`src/logic/ntm_inverter_params.svh`:
```
////////////////////////////////////////////////////////////////////////////
// Default sizes of the modular inverter
// Moduli must be odd and at least 3 and fit in NTM_DATA_SIZE bits
////////////////////////////////////////////////////////////////////////////

`ifndef NTM_INVERTER_PARAMS_SVH
`define NTM_INVERTER_PARAMS_SVH

////////////////////////////////////////////////////////////////////////////
// Datapath
////////////////////////////////////////////////////////////////////////////

// Width of operands, moduli and results
`define NTM_DATA_SIZE 16

////////////////////////////////////////////////////////////////////////////
// Vector control
////////////////////////////////////////////////////////////////////////////

// Width of the element count and index (vectors up to 255 elements)
`define NTM_SIZE_WIDTH 8

`endif

```
`src/logic/ntm_inverter_pkg.sv`:
```
////////////////////////////////////////////////////////////////////////////
// Shared types of the modular inverter, sized by the params header
////////////////////////////////////////////////////////////////////////////

`default_nettype none

`include "ntm_inverter_params.svh"

package ntm_inverter_pkg;

  // Operand, modulus and result words
  typedef logic [`NTM_DATA_SIZE-1:0] data_word_t;

  // Element count and element index
  typedef logic [`NTM_SIZE_WIDTH-1:0] vector_size_t;

  // One element as it enters the vector inverter
  typedef struct packed {
    data_word_t modulus;
    data_word_t data;
  } inverter_operand_t;

  // Scalar FSM
  typedef enum logic [1:0] {
    SCALAR_IDLE,
    SCALAR_REDUCE,
    SCALAR_FINISH
  } scalar_state_t;

  // Vector FSM
  typedef enum logic [1:0] {
    VECTOR_STARTER,
    VECTOR_INPUT,
    VECTOR_ENDER
  } vector_state_t;

endpackage

`default_nettype wire

```
`src/logic/ntm_scalar_inverter.sv`:
```
////////////////////////////////////////////////////////////////////////////
// Binary extended Euclid inverse. Odd modulus of at least 3 required
// Result is zero when the data shares a factor with the modulus
////////////////////////////////////////////////////////////////////////////

`timescale 1ns/1ns
`default_nettype none

`include "ntm_inverter_params.svh"

module ntm_scalar_inverter #(
  parameter int DATA_SIZE = `NTM_DATA_SIZE
) (
  input  wire                         CLK,
  input  wire                         RST,

  // Control
  input  wire                         START,
  output logic                        READY,

  // Data
  input  ntm_inverter_pkg::data_word_t MODULO_IN,
  input  ntm_inverter_pkg::data_word_t DATA_IN,
  output ntm_inverter_pkg::data_word_t DATA_OUT
);

  import ntm_inverter_pkg::*;

  ////////////////////////////////////////////////////////////////////////////
  // Signals
  ////////////////////////////////////////////////////////////////////////////

  scalar_state_t state;

  // Working pair and their coefficients
  // Invariant is x1*data = u and x2*data = v modulo the modulus
  logic [DATA_SIZE-1:0] u_reg;
  logic [DATA_SIZE-1:0] v_reg;
  logic [DATA_SIZE-1:0] x1_reg;
  logic [DATA_SIZE-1:0] x2_reg;
  logic [DATA_SIZE-1:0] modulus_reg;

  // Termination flags
  logic u_is_one;
  logic v_is_one;
  logic no_inverse;
  logic reduce_done;

  logic [DATA_SIZE-1:0] result_word;

  ////////////////////////////////////////////////////////////////////////////
  // Modular helpers
  ////////////////////////////////////////////////////////////////////////////

  // x/2 mod m for odd m and x below m
  function automatic logic [DATA_SIZE-1:0] half_mod(
    input logic [DATA_SIZE-1:0] x,
    input logic [DATA_SIZE-1:0] m
  );
    logic [DATA_SIZE:0] sum;
    // Odd x gets the modulus added so the sum is even
    if (x[0]) begin
      sum = {1'b0, x} + {1'b0, m};
    end else begin
      sum = {1'b0, x};
    end
    return sum[DATA_SIZE:1];
  endfunction

  // (a - b) mod m for a and b below m
  function automatic logic [DATA_SIZE-1:0] sub_mod(
    input logic [DATA_SIZE-1:0] a,
    input logic [DATA_SIZE-1:0] b,
    input logic [DATA_SIZE-1:0] m
  );
    logic [DATA_SIZE-1:0] diff;
    diff = a - b;
    // Wraps back into range when b is larger
    if (a < b) begin
      diff = diff + m;
    end
    return diff;
  endfunction

  ////////////////////////////////////////////////////////////////////////////
  // Termination
  ////////////////////////////////////////////////////////////////////////////

  assign u_is_one    = (u_reg == DATA_SIZE'(1));
  assign v_is_one    = (v_reg == DATA_SIZE'(1));
  // A zero means u and v met at the gcd which is not 1
  assign no_inverse  = (u_reg == '0) || (v_reg == '0);
  assign reduce_done = u_is_one || v_is_one || no_inverse;

  // Coefficient belonging to the 1
  always_comb begin
    if (u_is_one) begin
      result_word = x1_reg;
    end else if (v_is_one) begin
      result_word = x2_reg;
    end else begin
      result_word = '0;
    end
  end

  ////////////////////////////////////////////////////////////////////////////
  // Control FSM
  ////////////////////////////////////////////////////////////////////////////

  always_ff @(posedge CLK or posedge RST) begin
    if (RST) begin
      state    <= SCALAR_IDLE;
      READY    <= 1'b0;
      DATA_OUT <= '0;
    end else begin
      // Single cycle pulse
      READY <= 1'b0;
      case (state)
        SCALAR_IDLE: begin
          if (START) begin
            state <= SCALAR_REDUCE;
          end
        end
        SCALAR_REDUCE: begin
          // One reduction step per cycle until a flag rises
          if (reduce_done) begin
            state <= SCALAR_FINISH;
          end
        end
        SCALAR_FINISH: begin
          DATA_OUT <= result_word;
          READY    <= 1'b1;
          state    <= SCALAR_IDLE;
        end
        default: begin
          state <= SCALAR_IDLE;
        end
      endcase
    end
  end

  ////////////////////////////////////////////////////////////////////////////
  // Reduction datapath
  ////////////////////////////////////////////////////////////////////////////

  always_ff @(posedge CLK) begin
    if (state == SCALAR_IDLE && START) begin
      // Load data and modulus with unit coefficients
      u_reg       <= DATA_IN;
      v_reg       <= MODULO_IN;
      x1_reg      <= DATA_SIZE'(1);
      x2_reg      <= '0;
      modulus_reg <= MODULO_IN;
    end else if (state == SCALAR_REDUCE && !reduce_done) begin
      if (!u_reg[0]) begin
        // Even u
        u_reg  <= u_reg >> 1;
        x1_reg <= half_mod(x1_reg, modulus_reg);
      end else if (!v_reg[0]) begin
        // Even v
        v_reg  <= v_reg >> 1;
        x2_reg <= half_mod(x2_reg, modulus_reg);
      end else if (u_reg >= v_reg) begin
        // Both odd so the difference is even and halves in the same step
        u_reg  <= (u_reg - v_reg) >> 1;
        x1_reg <= half_mod(sub_mod(x1_reg, x2_reg, modulus_reg), modulus_reg);
      end else begin
        v_reg  <= (v_reg - u_reg) >> 1;
        x2_reg <= half_mod(sub_mod(x2_reg, x1_reg, modulus_reg), modulus_reg);
      end
    end
  end

  ////////////////////////////////////////////////////////////////////////////
  // Assertions
  ////////////////////////////////////////////////////////////////////////////

  // New START only while idle
  start_when_idle: assert property (
    @(posedge CLK) disable iff (RST) START |-> (state == SCALAR_IDLE)
  ) else $error("scalar START while a reduction is running");

  // Halving relies on an odd modulus
  modulus_odd_at_start: assert property (
    @(posedge CLK) disable iff (RST) START |-> MODULO_IN[0]
  ) else $error("even modulus at scalar START");

endmodule

`default_nettype wire

```
`src/logic/ntm_vector_inverter.sv`:
```
////////////////////////////////////////////////////////////////////////////
// Vector inverter top. One element in flight and no back-pressure
// Send the next element only after DATA_OUT_ENABLE of the previous one
////////////////////////////////////////////////////////////////////////////

`timescale 1ns/1ns
`default_nettype none

`include "ntm_inverter_params.svh"

module ntm_vector_inverter #(
  parameter int DATA_SIZE = `NTM_DATA_SIZE
) (
  input  wire                                CLK,
  input  wire                                RST,

  // Control
  input  wire                                START,
  output logic                               READY,
  input  ntm_inverter_pkg::vector_size_t      SIZE_IN,

  // Element stream in
  input  wire                                DATA_IN_ENABLE,
  input  ntm_inverter_pkg::inverter_operand_t OPERAND_IN,

  // Result stream out
  output logic                               DATA_OUT_ENABLE,
  output ntm_inverter_pkg::data_word_t        DATA_OUT
);

  import ntm_inverter_pkg::*;

  ////////////////////////////////////////////////////////////////////////////
  // Signals
  ////////////////////////////////////////////////////////////////////////////

  vector_state_t state;

  // Vector bookkeeping
  vector_size_t size_reg;
  vector_size_t index_reg;
  vector_size_t last_index;

  // Scalar unit handshake
  logic              start_scalar;
  logic              ready_scalar;
  inverter_operand_t operand_reg;
  data_word_t        data_out_scalar;

  // Element accepted this cycle
  logic take_operand;

  assign last_index   = size_reg - vector_size_t'(1);
  assign take_operand = (state == VECTOR_INPUT) && DATA_IN_ENABLE;

  ////////////////////////////////////////////////////////////////////////////
  // Sequencer FSM
  ////////////////////////////////////////////////////////////////////////////

  always_ff @(posedge CLK or posedge RST) begin
    if (RST) begin
      state           <= VECTOR_STARTER;
      size_reg        <= '0;
      index_reg       <= '0;
      start_scalar    <= 1'b0;
      READY           <= 1'b0;
      DATA_OUT_ENABLE <= 1'b0;
      DATA_OUT        <= '0;
    end else begin
      // Pulses default low
      start_scalar    <= 1'b0;
      READY           <= 1'b0;
      DATA_OUT_ENABLE <= 1'b0;
      case (state)
        VECTOR_STARTER: begin
          if (START) begin
            size_reg  <= SIZE_IN;
            index_reg <= '0;
            state     <= VECTOR_INPUT;
          end
        end
        VECTOR_INPUT: begin
          // Operand lands in its register on the same edge
          if (DATA_IN_ENABLE) begin
            start_scalar <= 1'b1;
            state        <= VECTOR_ENDER;
          end
        end
        VECTOR_ENDER: begin
          if (ready_scalar) begin
            DATA_OUT        <= data_out_scalar;
            DATA_OUT_ENABLE <= 1'b1;
            if (index_reg == last_index) begin
              // Last element closes the vector
              READY <= 1'b1;
              state <= VECTOR_STARTER;
            end else begin
              index_reg <= index_reg + vector_size_t'(1);
              state     <= VECTOR_INPUT;
            end
          end
        end
        default: begin
          state <= VECTOR_STARTER;
        end
      endcase
    end
  end

  ////////////////////////////////////////////////////////////////////////////
  // Operand register
  ////////////////////////////////////////////////////////////////////////////

  // Held stable for the whole scalar run
  always_ff @(posedge CLK) begin
    if (take_operand) begin
      operand_reg <= OPERAND_IN;
    end
  end

  ////////////////////////////////////////////////////////////////////////////
  // Scalar unit
  ////////////////////////////////////////////////////////////////////////////

  ntm_scalar_inverter #(
    .DATA_SIZE (DATA_SIZE)
  ) scalar_inverter (
    .CLK       (CLK),
    .RST       (RST),
    .START     (start_scalar),
    .READY     (ready_scalar),
    .MODULO_IN (operand_reg.modulus),
    .DATA_IN   (operand_reg.data),
    .DATA_OUT  (data_out_scalar)
  );

  ////////////////////////////////////////////////////////////////////////////
  // Assertions
  ////////////////////////////////////////////////////////////////////////////

  // Scalar result only while one is awaited
  scalar_ready_in_ender: assert property (
    @(posedge CLK) disable iff (RST) ready_scalar |-> (state == VECTOR_ENDER)
  ) else $error("scalar READY outside the ender state");

  // An empty vector would never finish
  size_nonzero: assert property (
    @(posedge CLK) disable iff (RST)
      (START && state == VECTOR_STARTER) |=> (size_reg != '0)
  ) else $error("zero SIZE_IN latched at START");

endmodule

`default_nettype wire

```
`config.mk`:
```
export PLATFORM = sky130hd
export DESIGN_NAME = ntm_vector_inverter
export DESIGN_NICKNAME = d
export VERILOG_FILES = /design/src/logic/ntm_inverter_pkg.sv /design/src/logic/ntm_scalar_inverter.sv /design/src/logic/ntm_vector_inverter.sv
export VERILOG_INCLUDE_DIRS = /design/src /design/src/logic
export SDC_FILE = /design/constraint.sdc
export NUM_CORES = 1
export LEC_CHECK = 0
export ABC_CLOCK_PERIOD_IN_PS = 5400
export BUFFER_PORTS_ARGS = -buffer_cell sky130_fd_sc_hd__buf_2
export CORE_ASPECT_RATIO = 0.75
export CORE_MARGIN = 2
export CORE_UTILIZATION = 54
export DETAILED_ROUTE_END_ITERATION = 16
export PLACE_DENSITY = 0.73
export RECOVER_POWER = 25
export SETUP_SLACK_MARGIN = 0.1
export SLEW_MARGIN = 40
export SYNTH_ARGS = -nofsm -noshare
export SYNTH_HDL_FRONTEND = slang
export SYNTH_SLANG_ARGS = --single-unit
```
`constraint.sdc`:
```
create_clock -name CLK -period 5.4 [get_ports CLK]
set_input_delay 0.81 -clock CLK [delete_from_list [all_inputs] [get_ports CLK]]
set_output_delay 0.81 -clock CLK [all_outputs]
set_load 0.005 [all_outputs]
```
==> results.md, run 1 <==
- H-tree levels: 4
- Initial core utilization: 55.3%
- Non-filler cells, final: 2215
- Clock sink count: 168
- # IOs: 62
- CTS tree: yes
- Fillcell total: 2379
- Fmax: 198 MHz
- Setup violators final: 0
- Mapped Area: between 0.015 and 0.02 sq mm
- Syn. warnings: 0
- Endpoints failing hold: 0
- Vert. Die Dim: approximately 150 um
- Async SR Flop Fraction: between 30% and 40%
- Fraction of layout cells with a size suffix above 1: approximately 14%
- Critical-path cell list: inv_1 > ha_1 > o21ai_2 > a21oi_2 > o21a_1 > or2_2 > a21o_1 > xor2_1 > ha_1 > inv_1 > a21oi_2 > o2111ai_2 > and2_1 > o21ai_0 > nor2_1 > o41ai_1 > buf_4 > ha_1 > nor3_2 > a211oi_4 > a21o_1 > a21oi_1 > o22ai_1 > o21ba_2
- Core Footprint: 0.0271 sq mm
- Wire per inst: 21.3 um
- Placed cells: about 2.2k
- Hold buffer count at cts: 0
- CP most frequent cell: ha_1
- Clock transition at the registers of the reported paths: 80 ps
- Die area: 0.0292 sq mm
- Site Rows: 52
- Synth top area cells: edfxtp_1 (16%), ha_1 (13%), dfrtp_1 (9.3%)
- Syn Nets: around 2k
- CP max FO: 6
- Largest net degree at the start of global routing: 57
- RePlAce Congestion: between 0.9 and 1
- Top FF cell, synth: edfxtp_1
- Syn Inst Count: 1779
- Commonest non-fill, non-tap cell in the layout: nor2_1
- Register area: 0.00445 sq mm
- Min-Delay Path Class: flip-flop to flip-flop
- Sequential area share after synthesis: 29.6%
- Via Count: about 14k
- Post-synthesis register bit count: 168
- First-pass DRT Iterations: 5
- Worst Path Arrival: about 5400 ps
- Setup CP Type: flip-flop to flip-flop
- Post-synth cell types: 83
- Area delta synth->final: 11.8%
- Max reg flops: 32
- CTS Root Cell: clkbuf_16
- RSZ-0062 raised after global routing: yes
- Via density: between 6 and 7
- DP HPWL: 36200 um
- Tightest Pin Transition: 2360 ps
- Outcome: complete, but fails checks
- Post-route setup TNS: 0 ps
- Port Buf Inserts: 61
- Global-route wire length before repair: 72900 um
- Final ANT Viol Nets: 0
- Residual DRC: 0
- Nets: 2063
- Crit-path slowest cell: dfxtp_1
- Total gr overflow: 0
- Slew headroom: -57.9%
- Critical path required time: 5750 ps
- Iteration-0 DRC Markers: around 1.4k
- Die X: ~200 um
- CP Launch Type: flip-flop
- Initial antenna violation count: 0
- TritonCTS buffer count: 17
- Clock Skews: 13.2 ps
- Yosys top cell by area: edfxtp_1
- GR Util All Layers: between 30% and 40%
- Final core occ: approximately 62%
- Most frequent cells in the layout: nor2_1 (166), ha_1 (155), a21oi_1 (144)
- MaxCap Viol Count: 1
- Multi-input logic area: 0.0101 sq mm
- Clock buffer depth: 2
- N_diodes: 0
- Tcrit/Tclk final: 93.6%
- Post-synth top area share: 16.0%
- Crit. End Element: flip-flop
- Number of global-route vias before repair: between 10k and 15k
- Slowest stage delay, CP: 430 ps
- Post-layout minimum cycle time: 5060 ps
- EDFF count, synth: 80
- Drt total wl: between 40000 and 50000 um
- Failing checks: capacitance limit, slew limit
- Clk Latency, worst-skew pair: between 400 and 500 ps
- Slew Limit Fails: 57
- Mean Syn Cell Area: about 8.4 sq um
-- per-layer routing --
layer  global-route usage [%]  routed length [um]
met3                     10.4                5120
met4                     7.23                 899
met5                        0                   0
met1                     47.2               22100
met2                     46.3               19100
-- cells in the mapped netlist (47+ instances only) --
cell      count
clkbuf_1     51
nor2_1      168
nand2_1     141
a21oi_1     154
nand3_1      48
nor3_1       47
dfrtp_1      56
xnor2_1      72
xor2_1       52
ha_1        158
edfxtp_1     80
o21ai_0     129
inv_1       113
-- final timing paths --
check	startpoint	end	slack [ps]	cells after the start
worst max-delay path	scalar_inverter.x2_reg[4]$_SDFFE_PP0P_	scalar_inverter.x1_reg[15]$_SDFFE_PP0P_	340	24
worst min-delay path	operand_reg[31]$_DFFE_PP_	scalar_inverter.modulus_reg[15]$_DFFE_PP_	470	0
worst max register to register	scalar_inverter.x2_reg[4]$_SDFFE_PP0P_	scalar_inverter.x1_reg[15]$_SDFFE_PP0P_	340	24
worst min register to register	operand_reg[31]$_DFFE_PP_	scalar_inverter.modulus_reg[15]$_DFFE_PP_	470	0
max in group asynchronous	RST	DATA_OUT[14]$_DFFE_PP0P_	3350	2
min in group asynchronous	RST	DATA_OUT[6]$_DFFE_PP0P_	1000	2
-- repair_timing --
item,4_1_cts,5_1_grt
gates resized for setup,6,60
setup buffers,0,6
setup endpoints to repair,6,15
pin swaps,1,24
-- stage by stage --
| step | hold WS (ps) | worst slack (ps) | area, sq um |
|---|---|---|---|
| global placement | 453 | 173 | 15900 |
| floorplan | 418 | 109 | 15000 |
| detailed placement | 450 | -45.5 | 15900 |
| CTS | 465 | 103 | 16500 |
| finish | 469 | 345 | 16800 |
| global route | 470 | 41.6 | 16800 |
-- critical path, delay by kind of cell, from the launching register on --
kind                       cells  cell delay (ps)
xor gates and xnor gates       1              170
and+or+nand+nor                4              730
buffers and inverters          3              360
adders and majority gates      3              970
DFF                            1              430
AOI/OAI and AO/OA             13             2290
-- cells by family (layout without fill, tap and decap cells) --
logic type               Yosys count  count (layout)  synth area share [%]
AO/OA/AOI/OAI                    561             561                  24.5
XOR/XNOR                         124             124                  7.23
adder cells (fa/ha/maj)          168             168                  14.5
buffers and inverters            185             270                  4.74
flip-flops                       168             168                  29.6
multiplexers                      42              42                  3.07
AND/OR/NAND/NOR                  531             531                  16.4
-- final cells by class --
type	count	share of cell area (%)
repair buffers	122	4.55
multi-input cells	1426	60.3
clock inverters	15	0.932
inverters	116	2.60
clock buffers	17	2.53
flip-flops and latches	168	26.5
well taps	351	2.62
Power of run 1 is not shown: default switching activity piles up to over one toggle a cycle in this logic, so the estimate is an artifact.
==> run 2, diff against run 1 <==
- SETUP_SLACK_MARGIN: 0.1 -> 0.4
==> run 2 against run 1 <==
Against the previous run: the flow still finishes with violations (capacitance limit, slew limit); first-iteration DRC count increased by 12%; count of clock-buffer cells in the layout increased by 3; cell area grew 4.7%; sequential share of layout area fell by 1.2 points; via count up 1.4%; flip-flop and latch count did not move; critical endpoint is now scalar_inverter.x1_reg[13]$_SDFFE_PP0P_; largest cell class unchanged.
==> results.md, run 2 (synthesis results as in run 1) <==
- Initial antenna violation count: 0 (unchanged)
- Via Count: 14.4k (+1.4%)
- Post-route setup TNS: 0 ps (unchanged)
- Drt total wl: 47300 um (+0.24%)
- TritonCTS buffer count: 17 (unchanged)
- Die area: 0.0292 sq mm (unchanged)
- Most frequent cells in the layout: nor2_1 (164), ha_1 (138), nand2_1 (136), a21oi_1 (136), inv_1 (106)
- RSZ-0062 raised after global routing: yes
- Residual DRC: 0 (unchanged)
- # IOs: 62 (unchanged)
- Clock sink count: 168 (unchanged)
- Tightest Pin Transition: 2840 ps (+489 ps)
- Clock buffer depth: 2 (unchanged)
- Vert. Die Dim: 148 um (unchanged)
- Fillcell total: 2280 (-4.2%)
- Wire per inst: 21.1 um (-1.2%)
- CP Launch Type: flip-flop
- Endpoints failing hold: 0 (unchanged)
- Worst Path Arrival: 5360 ps (-40 ps)
- Die X: 197 um (unchanged)
- H-tree levels: 4 (unchanged)
- Via density: 6.40 (-0.11%)
- DP HPWL: 35600 um (-1.6%)
- N_diodes: 0 (unchanged)
- Post-layout minimum cycle time: 4970 ps (-89.4 ps)
- CTS Root Cell: clkbuf_16
- Multi-input logic area: 0.0106 sq mm (+5.0%)
- Clock Skews: 12.7 ps (-0.498 ps)
- Iteration-0 DRC Markers: 1515 (+12%)
- Min-Delay Path Class: flip-flop to flip-flop
- Total gr overflow: 0 (unchanged)
- Fmax: 201 MHz (+1.8%)
- Core Footprint: 0.0271 sq mm (unchanged)
- Final ANT Viol Nets: 0 (unchanged)
- Setup CP Type: flip-flop to flip-flop
- Global-route wire length before repair: 70800 um (-2.9%)
- CP max FO: 10 (+4)
- Port Buf Inserts: 61 (unchanged)
- Register area: 0.00445 sq mm (+0.11%)
- FF-to-FF setup slack: 430 ps (+90 ps)
- Clk Latency, worst-skew pair: 460 ps (about the same)
- Clock transition at the registers of the reported paths: 70 ps (about the same)
- Setup violators final: 0 (unchanged)
- First-pass DRT Iterations: 5 (unchanged)
- RePlAce Congestion: 0.991 (+3.1%)
- Site Rows: 52 (unchanged)
- Slew Limit Fails: 57 (unchanged)
- GR Util All Layers: 31.6% (-0.75 points)
- Critical path required time: 5800 ps (+50 ps)
- Nets: 2096 (+1.6%)
- Initial core utilization: 55.3% (unchanged)
- Crit. End Element: flip-flop
- Slew headroom: -89.6% (-32 points)
- Hold buffer count at cts: 0 (unchanged)
- Max reg flops: 32 (unchanged)
- Largest net degree at the start of global routing: 57 (unchanged)
- Area delta synth->final: 17.0%
- MaxCap Viol Count: 1 (unchanged)
- Commonest non-fill, non-tap cell in the layout: nor2_1
- CTS tree: yes
- Failing checks: capacitance limit, slew limit
- Tcrit/Tclk final: 92.0% (-1.7 points)
- Fraction of layout cells with a size suffix above 1: 18.9% (+5.0 points)
- Outcome: complete, but fails checks
- Number of global-route vias before repair: 12.8k (-1.4%)
## run 2: cell types whose count changed in the layout (fill, tap and decap cells not counted), moves of 6 or more
cell     change
buf_4       +32
ha_4        +10
o21ai_0     -13
ha_1        -17
a21oi_2      +6
a21oi_1      -8
o21ai_1      +7
ha_2         +7
## run 2: repair_timing
item / 4_1_cts / 5_1_grt
pin swaps: 17 / 73
endpoints found under the hold margin: 0 / 0
buffers inserted: 9 / 29
gates resized for setup: 32 / 137
setup endpoints to repair: 12 / 18
## run 2: final cells by class
type                            instances  share of cell area (%)
Clock buffer                           20                    2.73
Clock inverter                         12                   0.719
Inverter                              116                    2.54
Sequential cell                       168                    25.3
Multi-Input combinational cell       1426                    60.5
Tap cell                              351                    2.50
Timing Repair Buffer                  155                    5.71
## run 2: path summary, 6_finish.rpt
| kind | startpoint | endpoint | depth (start not counted) |
|---|---|---|---|
| max | scalar_inverter.x2_reg[13]$_SDFFE_PP0P_ | scalar_inverter.x1_reg[13]$_SDFFE_PP0P_ | 17 |
| min | operand_reg[31]$_DFFE_PP_ | scalar_inverter.modulus_reg[15]$_DFFE_PP_ | 0 |
| max reg2reg | scalar_inverter.x2_reg[13]$_SDFFE_PP0P_ | scalar_inverter.x1_reg[13]$_SDFFE_PP0P_ | 17 |
| min reg2reg | operand_reg[31]$_DFFE_PP_ | scalar_inverter.modulus_reg[15]$_DFFE_PP_ | 0 |
| max in group asynchronous | RST | DATA_OUT[1]$_DFFE_PP0P_ | 3 |
| min in group asynchronous | RST | index_reg[2]$_DFFE_PP0P_ | 3 |
## run 2: through the flow
step / hold WS (ps) / worst slack (ps) / std cells / instance area, sq um / utilization, %
after detailed placement: 448 / 5.72 / 2178 / 15900 / 58.8
after CTS: 465 / 370 / 2219 / 16800 / 61.7
after global placement: 442 / 154 / 2178 / 15900 / 58.7
after floorplan: 418 / 420 / 1779 / 15000 / -
after global routing: 473 / 287 / 2248 / 17600 / 64.8
final: 457 / 434 / 2248 / 17600 / 64.8
## run 2: worst max-delay path, cell delays in order, from the launching register on
cell      delay, ps
dfxtp_1         430
inv_1           140
ha_1            460
a211o_1         350
a21oi_1         460
inv_1           250
nor2_4          370
mux2_2          400
ha_1            350
a21oi_1         120
o21bai_1        380
nand2_2         110
a31o_4          260
a211oi_4        230
xnor2_1          90
a221oi_1        270
a21oi_1          70
a21oi_1         140
## run 2: per-layer routing
metal	vias to the layer above	part of all wire, %	track usage (%)
met3	68	12	10.3
met2	701	41	44.1
met1	6869	45	46.8
li1	6741	-	-
met4	0	1.7	7.42
met5	-	0	0
Power of run 2 is left out for the same reason.
